## config.mk

```make
export PLATFORM = sky130hd
export DESIGN_NAME = vmask_unit
export DESIGN_NICKNAME = d
export VERILOG_FILES = /design/src/logic/vmask_pkg.sv /design/src/logic/vmask_op_if.sv /design/src/logic/vmsbf.sv /design/src/logic/vmask_count.sv /design/src/logic/vmask_issue.sv /design/src/logic/vmask_wb.sv /design/src/logic/vmask_unit.sv
export VERILOG_INCLUDE_DIRS = /design/src /design/src/include
export SDC_FILE = /design/constraint.sdc
export NUM_CORES = 1
export LEC_CHECK = 0
export BUFFER_PORTS_ARGS = -buffer_cell sky130_fd_sc_hd__buf_2
export CAP_MARGIN = 40
export CORE_MARGIN = 2
export CORE_UTILIZATION = 47
export CTS_CLUSTER_SIZE = 16
export DETAILED_ROUTE_END_ITERATION = 7
export PLACE_DENSITY = 0.77
export SLEW_MARGIN = 20
export SYNTH_ARGS = -nofsm -noshare
export SYNTH_HDL_FRONTEND = slang
export SYNTH_SLANG_ARGS = --single-unit
```

## constraint.sdc

```tcl
create_clock -name clk_i -period 4.55 [get_ports clk_i]
set_clock_uncertainty 0.05 [all_clocks]
set_input_delay 0.455 -clock clk_i [delete_from_list [all_inputs] [get_ports clk_i]]
set_output_delay 0.455 -clock clk_i [all_outputs]
set_load 0.01 [all_outputs]
```

## src/include/vmask_settings.svh

```systemverilog
// width settings of the vector mask unit, included by the package and the testbench
`ifndef VMASK_SETTINGS_SVH
`define VMASK_SETTINGS_SVH

// vector register length in bits
// one mask bit per byte element, so the mask is VLEN/8 wide
`define VMASK_VLEN 128

// operation code width
// five legal codes, 0 to 4, the rest are illegal
`define VMASK_OP_W 3

`endif

```

## src/logic/vmask_pkg.sv

```systemverilog
// types and operation codes shared by every block of the vector mask unit and its testbench
`default_nettype none

`include "vmask_settings.svh"

package vmask_pkg;

    // mask register, one bit per element
    typedef logic [(`VMASK_VLEN/8)-1:0] mask_t;

    // scalar or vector result word
    typedef logic [63:0] bus64_t;

    // mask operation code
    typedef logic [`VMASK_OP_W-1:0] vmask_op_t;

    // element count, must hold 0 up to the full mask width
    typedef logic [$clog2(`VMASK_VLEN/8):0] cnt_t;

    // element index inside the mask
    typedef logic [$clog2(`VMASK_VLEN/8)-1:0] idx_t;

    // operation codes
    localparam vmask_op_t OP_VMSBF  = vmask_op_t'(0);  // set before first
    localparam vmask_op_t OP_VMSIF  = vmask_op_t'(1);  // set including first
    localparam vmask_op_t OP_VMSOF  = vmask_op_t'(2);  // set only first
    localparam vmask_op_t OP_VCPOP  = vmask_op_t'(3);  // population count
    localparam vmask_op_t OP_VFIRST = vmask_op_t'(4);  // find first set
    // codes 5 to 7 are reserved

endpackage

`default_nettype wire

```

## src/logic/vmask_op_if.sv

```systemverilog
// one registered mask instruction, driven by the issue stage and read by the execute blocks
`default_nettype none

interface vmask_op_if;
    import vmask_pkg::*;

    logic      valid;     // instruction present this cycle
    vmask_op_t op;        // operation code
    mask_t     vs2;       // source mask operand
    mask_t     vm;        // mask operand v0
    logic      use_mask;  // masked form of the instruction
    mask_t     active;    // precomputed active elements

    // register stage drives everything
    modport issue (
        output valid, op, vs2, vm, use_mask, active
    );

    // execute and writeback only look
    modport exec (
        input valid, op, vs2, vm, use_mask, active
    );

endinterface

`default_nettype wire

```

## src/logic/vmsbf.sv

```systemverilog
// set-before-first, set-including-first and set-only-first over the active elements of vs2
`default_nettype none

module vmsbf (
    vmask_op_if.exec       op_i,   // registered instruction
    output vmask_pkg::mask_t set_o // set-first result, zero for other ops
);
    import vmask_pkg::*;

    logic  is_set_op;              // one of the three set-first forms
    mask_t hit;                    // active and set in vs2
    logic  [$bits(mask_t):0] none; // none[i]: no hit below element i
    mask_t bf;                     // before first
    mask_t sif;                    // including first
    mask_t sof;                    // only first

    assign is_set_op = (op_i.op == OP_VMSBF) ||
                       (op_i.op == OP_VMSIF) ||
                       (op_i.op == OP_VMSOF);

    // hold operands at zero for other ops, keeps the chain quiet
    assign hit = is_set_op ? (op_i.vs2 & op_i.active) : '0;

    always_comb begin
        none[0] = 1'b1;                     // nothing seen before element 0
        for (int i = 0; i < $bits(mask_t); i++) begin
            none[i+1] = none[i] & ~hit[i]; // inactive bits never clear it
        end
    end

    // all three forms tap the same ripple chain
    always_comb begin
        for (int i = 0; i < $bits(mask_t); i++) begin
            bf[i]  = none[i+1];           // no hit at 0..i
            sif[i] = none[i];             // no hit at 0..i-1
            sof[i] = none[i] & hit[i];    // the lowest hit only
        end
    end

    always_comb begin
        unique case (op_i.op)
            OP_VMSBF: set_o = bf;
            OP_VMSIF: set_o = sif;
            OP_VMSOF: set_o = sof;
            default:  set_o = '0;         // counts and illegal codes
        endcase
    end

endmodule

`default_nettype wire

```

## src/logic/vmask_count.sv

```systemverilog
// population count and find-first-set over the active set bits of vs2
`default_nettype none

module vmask_count (
    vmask_op_if.exec          op_i,    // registered instruction
    output vmask_pkg::cnt_t   cpop_o,  // number of active set bits
    output vmask_pkg::idx_t   first_o, // lowest active set index
    output logic              found_o  // at least one active set bit
);
    import vmask_pkg::*;

    logic  is_cnt_op; // vcpop or vfirst
    mask_t hit;       // active and set, gated

    assign is_cnt_op = (op_i.op == OP_VCPOP) || (op_i.op == OP_VFIRST);

    // zero operands for other ops, adder tree stays still
    assign hit = is_cnt_op ? (op_i.vs2 & op_i.active) : '0;

    // plain adder over the mask bits
    always_comb begin
        cpop_o = '0;
        for (int i = 0; i < $bits(mask_t); i++) begin
            cpop_o = cpop_o + cnt_t'(hit[i]);
        end
    end

    // scan downward so the lowest hit wins
    always_comb begin
        first_o = '0;                   // don't care when nothing found
        for (int i = $bits(mask_t) - 1; i >= 0; i--) begin
            if (hit[i]) begin
                first_o = idx_t'(i);
            end
        end
    end

    assign found_o = |hit;

endmodule

`default_nettype wire

```

## src/logic/vmask_issue.sv

```systemverilog
// input register stage of the mask unit, captures one instruction per cycle onto the interface
`default_nettype none

module vmask_issue (
    input  logic                  clk_i,
    input  logic                  arst_n_i,
    input  logic                  valid_i,    // instruction strobe
    input  vmask_pkg::vmask_op_t  op_i,       // operation code
    input  vmask_pkg::mask_t      vs2_i,      // source mask
    input  vmask_pkg::mask_t      vm_i,       // mask operand
    input  logic                  use_mask_i, // masked instruction
    vmask_op_if.issue             op_o        // registered instruction
);
    import vmask_pkg::*;

    mask_t active_d; // active elements of the incoming instruction

    // unmasked form treats every element as active
    assign active_d = use_mask_i ? vm_i : '1;

    // valid follows the strobe, no hold
    always_ff @(posedge clk_i or negedge arst_n_i) begin
        if (!arst_n_i) begin
            op_o.valid <= 1'b0;
        end else begin
            op_o.valid <= valid_i;
        end
    end

    // op code and mask form, loaded with the strobe
    always_ff @(posedge clk_i or negedge arst_n_i) begin
        if (!arst_n_i) begin
            op_o.op       <= OP_VMSBF;
            op_o.use_mask <= 1'b0;
        end else if (valid_i) begin
            op_o.op       <= op_i;
            op_o.use_mask <= use_mask_i;
        end
    end

    // operands load only on valid, idle cycles keep them still
    always_ff @(posedge clk_i) begin
        if (valid_i) begin
            op_o.vs2    <= vs2_i;
            op_o.vm     <= vm_i;
            op_o.active <= active_d; // mask applied once, here
        end
    end

endmodule

`default_nettype wire

```

## src/logic/vmask_wb.sv

```systemverilog
// writeback stage of the mask unit, selects the result by op and registers it with its valid
`default_nettype none

module vmask_wb (
    input  logic              clk_i,
    input  logic              arst_n_i,
    vmask_op_if.exec          op_i,     // registered instruction
    input  vmask_pkg::mask_t  set_i,    // set-first result
    input  vmask_pkg::cnt_t   cpop_i,   // population count
    input  vmask_pkg::idx_t   first_i,  // lowest active set index
    input  logic              found_i,  // any active set bit
    output logic              valid_o,  // result strobe
    output vmask_pkg::bus64_t result_o  // result word
);
    import vmask_pkg::*;

    bus64_t result_d; // selected result
    logic   legal;    // known op code

    always_comb begin
        legal    = 1'b1;
        result_d = '0;
        unique case (op_i.op)
            OP_VMSBF, OP_VMSIF, OP_VMSOF: result_d = bus64_t'(set_i);
            OP_VCPOP:  result_d = bus64_t'(cpop_i);
            OP_VFIRST: result_d = found_i ? bus64_t'(first_i) : '1; // -1 when none
            default:   legal    = 1'b0;  // codes 5 to 7 dropped
        endcase
    end

    always_ff @(posedge clk_i or negedge arst_n_i) begin
        if (!arst_n_i) begin
            valid_o  <= 1'b0;
            result_o <= '0;
        end else begin
            valid_o <= op_i.valid & legal;
            if (op_i.valid && legal) begin
                result_o <= result_d;  // hold last result when idle
            end
        end
    end

endmodule

`default_nettype wire

```

## src/logic/vmask_unit.sv

```systemverilog
// top of the vector mask unit, issue register, set-first and count blocks, then writeback
`default_nettype none

module vmask_unit (
    input  logic                  clk_i,
    input  logic                  arst_n_i,
    input  logic                  valid_i,    // instruction strobe
    input  vmask_pkg::vmask_op_t  op_i,       // operation code
    input  vmask_pkg::mask_t      vs2_i,      // source mask
    input  vmask_pkg::mask_t      vm_i,       // mask operand
    input  logic                  use_mask_i, // masked instruction
    output logic                  valid_o,    // result strobe, two edges later
    output vmask_pkg::bus64_t     result_o    // result word
);
    import vmask_pkg::*;

    mask_t set;   // set-first result
    cnt_t  cpop;  // active set bit count
    idx_t  first; // lowest active set index
    logic  found; // any active set bit

    vmask_op_if op_if ();

    vmask_issue u_issue (
        .clk_i      (clk_i),
        .arst_n_i   (arst_n_i),
        .valid_i    (valid_i),
        .op_i       (op_i),
        .vs2_i      (vs2_i),
        .vm_i       (vm_i),
        .use_mask_i (use_mask_i),
        .op_o       (op_if.issue)
    );

    vmsbf u_vmsbf (
        .op_i  (op_if.exec),
        .set_o (set)
    );

    vmask_count u_count (
        .op_i    (op_if.exec),
        .cpop_o  (cpop),
        .first_o (first),
        .found_o (found)
    );

    vmask_wb u_wb (
        .clk_i    (clk_i),
        .arst_n_i (arst_n_i),
        .op_i     (op_if.exec),
        .set_i    (set),
        .cpop_i   (cpop),
        .first_i  (first),
        .found_i  (found),
        .valid_o  (valid_o),
        .result_o (result_o)
    );

endmodule

`default_nettype wire

```

==> results.md <==
- The worst IR drop on VDD is 0.0001654 V.
- The initialized floorplan defines 31 standard-cell rows.
- The cell occurring most often along the worst timing path is fa_1.
- STA classifies the critical path startpoint as a flip-flop.
- The smallest clock period supported by the final layout is computed as 4.664 ns.
- The final weighted congestion of routability-driven global placement is between 0.9 and 1.
- Setup repair after global routing could not meet its margin everywhere.
- The number of cells produced by synthesis is about 330.
- The number of antenna violations at the first check in global routing is 0.
- The global-route usage over all layers is 19.06%.
- In this design, the largest share of critical-path delay is due to adder cells.
- The relative area change from synthesis to final layout is 15.04%.
- The total number of vias is 2669.
- The number of stages on the worst setup path is 16.
- The max-capacitance violation count is 0.
- The count of unresolved DRC violations after routing is 0.
- The root buffer cell chosen for the clock tree is clkbuf_8.
- For the worst setup path, the data required time is 4.71 ns.
- The final hold slack is 0.04252 ns.
- Summing all flip-flop and latch instances after layout gives about 1500 sq um.
- The CTS buffer count is 5.
- The die covers between 8000 and 9000 sq um.
- In this run the critical register-to-register path is launched from u_issue.op_o.op[1].
- The power per cell area is roughly 320 nW/um^2.
- At the worst endpoint, the arrival time is 4.82 ns.
- The first detailed-routing pass ran for 5 iterations.
- The quantity of I/O buffers inserted on ports is between 100 and 150.
- The longest clock path from root to sink contains 2 buffers.
- For this block, the initial DRC count from the detailed router was 228.
- The clock tree synthesis step divided the H-tree into 2 levels.
- Measured in cells, the most critical reg-to-reg path has a length of 16.
- The capturing point of the worst reg2reg path is u_wb.result_o[1].
- Among all stages on the critical path, the largest delay is contributed by fa_1.
- The worst setup path endpoint is u_wb.result_o[1].
- After synthesis the cells add up to 3443 sq um.
- The largest driver fanout on the critical path is 3.
- The most frequently used flop master after synthesis is edfxtp_1.
- In the layout the commonest cells are 103 x buf_2, 32 x edfxtp_1, 30 x nand2_1.
- The pin count of the biggest net entering global routing is 42.
- The first-pass GRT wire length is 11670 um.
- The core area is roughly 7200 sq um.
- The HPWL after detailed placement is 5915 um.
- In this run the biggest area consumer among cell types represents 27.91% of the synthesized area.
- Each instance of the synthesized netlist takes up on average just over 10 sq um.
- The leakage power total is 1.825 nW.
- The TritonCTS clock tree is built.
- STA classifies the critical path endpoint as a flip-flop.
- The number of hold violations in the final report is 0.
- The sequential fraction of the synthesis area is 43.90%.
- The number of buffers and inverters on the critical path is 3.
- The via count of the first global-routing pass is between 2000 and 2500.
- The cell type with the largest total area after synthesis is edfxtp_1.
- The net count of the mapped netlist is 388.
- The checks that failed: negative setup slack.
- The wire length reported by the detailed router is 7516 um.
- From left edge to right edge, the die measures 89.60 um.
- Tracing the worst setup path back leads to its startpoint at u_issue.op_o.op[1].
- The number of enable flip-flop cells after synthesis is 32.
- The share of final-layout standard cells stronger than drive strength 1 is 36.75%.
- 104 I/O pins were placed.
- The average wire per standard cell is 15.06 um.
- The clock transition at the registers of the reported paths is 0.11 ns.
- In the finished design, the share of the clock period the worst path needs comes to 102.5%.
- Adding up every negative setup slack in the final design gives -0.3147 ns.
- The critical path is of the flip-flop to flip-flop type.
- The top achievable clock speed is 214.4 MHz.
- In the post-synthesis netlist, the biggest area contributors are edfxtp_1 28%, dfrtp_1 16%, buf_4 10%, fa_1 5.8%, nand2_1 3.3%.
- Traced cell by cell, the critical path runs through and3b_1 -> or2_4 -> nand3_2 -> inv_2 -> ha_4 -> inv_2 -> fa_1 -> fa_1 -> fa_1 -> fa_1 -> fa_2 -> inv_2 -> fa_2 -> nand3_2 -> a31oi_1 -> o32a_1.
- Counting the fill cells in the layout gives 631.
- The path category of the worst min-delay check is primary input to async pin.
- In the post-route analysis, the smallest setup slack over all paths is -0.1142 ns.
- 0 antenna diodes ended up in the layout.
- The vias per cell is approximately 5.3.
- The worst-case headroom to the max-slew limit is 46.72%.
- The slack of the worst reg-to-reg path is -0.11 ns.
- On the worst path, the slowest cell contributes a delay of a little over 0.5 ns.
- In the final layout, the multi-input gates occupy 1524 sq um.
- At the pin with the least slew margin, the transition time is 0.7992 ns.
- Setup violations remaining at the end of the flow were counted as 4.
- The number of pins exceeding their max-slew limit in the final report is 0.
- In the synthesized netlist the async set-or-reset flop fraction comes to 40.74%.
- The number of nets at the end of the flow is 455.
- The number of routed nets with antenna violations is 0.
- At the later pin of the worst-skew pair, clock insertion delay measures ~0.32 ns.
- Global routing finished with a remaining overflow of 0.
- From bottom edge to top edge, the die measures roughly 90 um.
- The run finished, with violations left.
- The library cell used most frequently in the layout, excluding fill and tap cells, is buf_2.
- The total number of yosys warnings is 0.
- Once the floorplan was initialized, standard cells occupied approximately 48% of the core.
- Counting flops and latches in the post-synthesis netlist gives 54.
- The synthesized netlist contains 54 unique library cells.
- The clock net sink count is between 50 and 60.
-- final cells by class --
cell class / instances / share of cell area (%)
Clock buffer: 5 / 1.737
Clock inverter: 3 / 1.232
Inverter: 13 / 1.232
Multi-Input combinational cell: 207 / 38.47
Sequential cell: 54 / 38.16
Tap cell: 99 / 3.127
Timing Repair Buffer: 118 / 16.05
-- layer usage --
layer / up-vias / share of wire (%) / GRT usage, %
met5: - / 0 / 0
met4: 0 / 2.0 / 6.377
met3: 14 / 6.8 / 2.925
met2: 133 / 48 / 30.95
met1: 1268 / 44 / 26.26
li1: 1254 / - / -
-- power breakdown --
part | switching [mW] | leakage, nW | total (mW) | internal, mW
Clock | 0.174 | 0.0563 | 0.342 | 0.168
Combinational | 0.181 | 1.18 | 0.326 | 0.145
Sequential | 0.0397 | 0.591 | 0.613 | 0.573
-- worst min path at each step --
| stage | slack [ns] | from | cells after the start | to |
|---|---|---|---|---|
| global placement | 0.40 | arst_n_i | 1 | u_wb.result_o[10] |
| CTS | 0.06 | arst_n_i | 1 | u_wb.result_o[10] |
| floorplan | 0.11 | arst_n_i | 0 | u_issue.op_o.op[0] |
| detailed placement | 0.41 | arst_n_i | 1 | u_wb.result_o[10] |
| finish | 0.04 | arst_n_i | 1 | u_wb.result_o[9] |
| global route | 0.08 | arst_n_i | 1 | u_wb.result_o[10] |
-- registers in the layout, indices dropped and copies added, names as in the netlist --
register	flops
u_issue.op_o.valid	1
u_issue.op_o.op	3
u_issue.op_o.vs2	16
u_issue.op_o.active	16
u_wb.valid_o	1
u_wb.result_o	17
-- cells in the mapped netlist (5+ instances only) --
library cell and n:
a22o_1 5, clkbuf_1 5, ha_1 7, nor2_1 26
nand3_1 16, buf_4 48, a21oi_1 5, nand2b_1 18
xnor2_1 8, nand2_1 30, o22a_1 6, a31oi_1 10
xor2_1 6, o21ai_0 11, a22oi_1 5, fa_1 10
edfxtp_1 32, inv_1 13, dfrtp_1 22
-- repair_timing --
item / in CTS / in global routing
endpoints found under the setup margin: 4 / 4
hold endpoints to repair: 0 / 0
pin swaps: 7 / 0
setup buffers: 2 / 0
hold buffers: 0 / 0
resized for setup: 3 / 2
cloned: 0 / 0
-- kinds of logic after synthesis --
family	Yosys count	share of synthesized area (%)
AOI/OAI and AO/OA	60	12.61
xor gates and xnor gates	14	3.561
adders and majority gates	17	8.357
buffers and inverters	71	13.26
DFF	54	43.90
muxes	3	0.9810
and+or+nand+nor	113	17.33
-- metrics by stage --
stage,cell area [sq um],instances,utilization [%],total power [mW],setup slack [ns]
after detailed placement,3807,489,53.06,0.9440,-0.1648
after floorplan,3482,332,-,0.8257,-0.06562
final,3961,499,55.20,1.281,-0.1142
after CTS,3949,499,55.03,1.286,-0.1170
after global placement,3792,488,52.85,0.9324,-0.07864
after global routing,3961,499,55.20,1.347,-0.2209
Power figures use the tool's default switching activity.
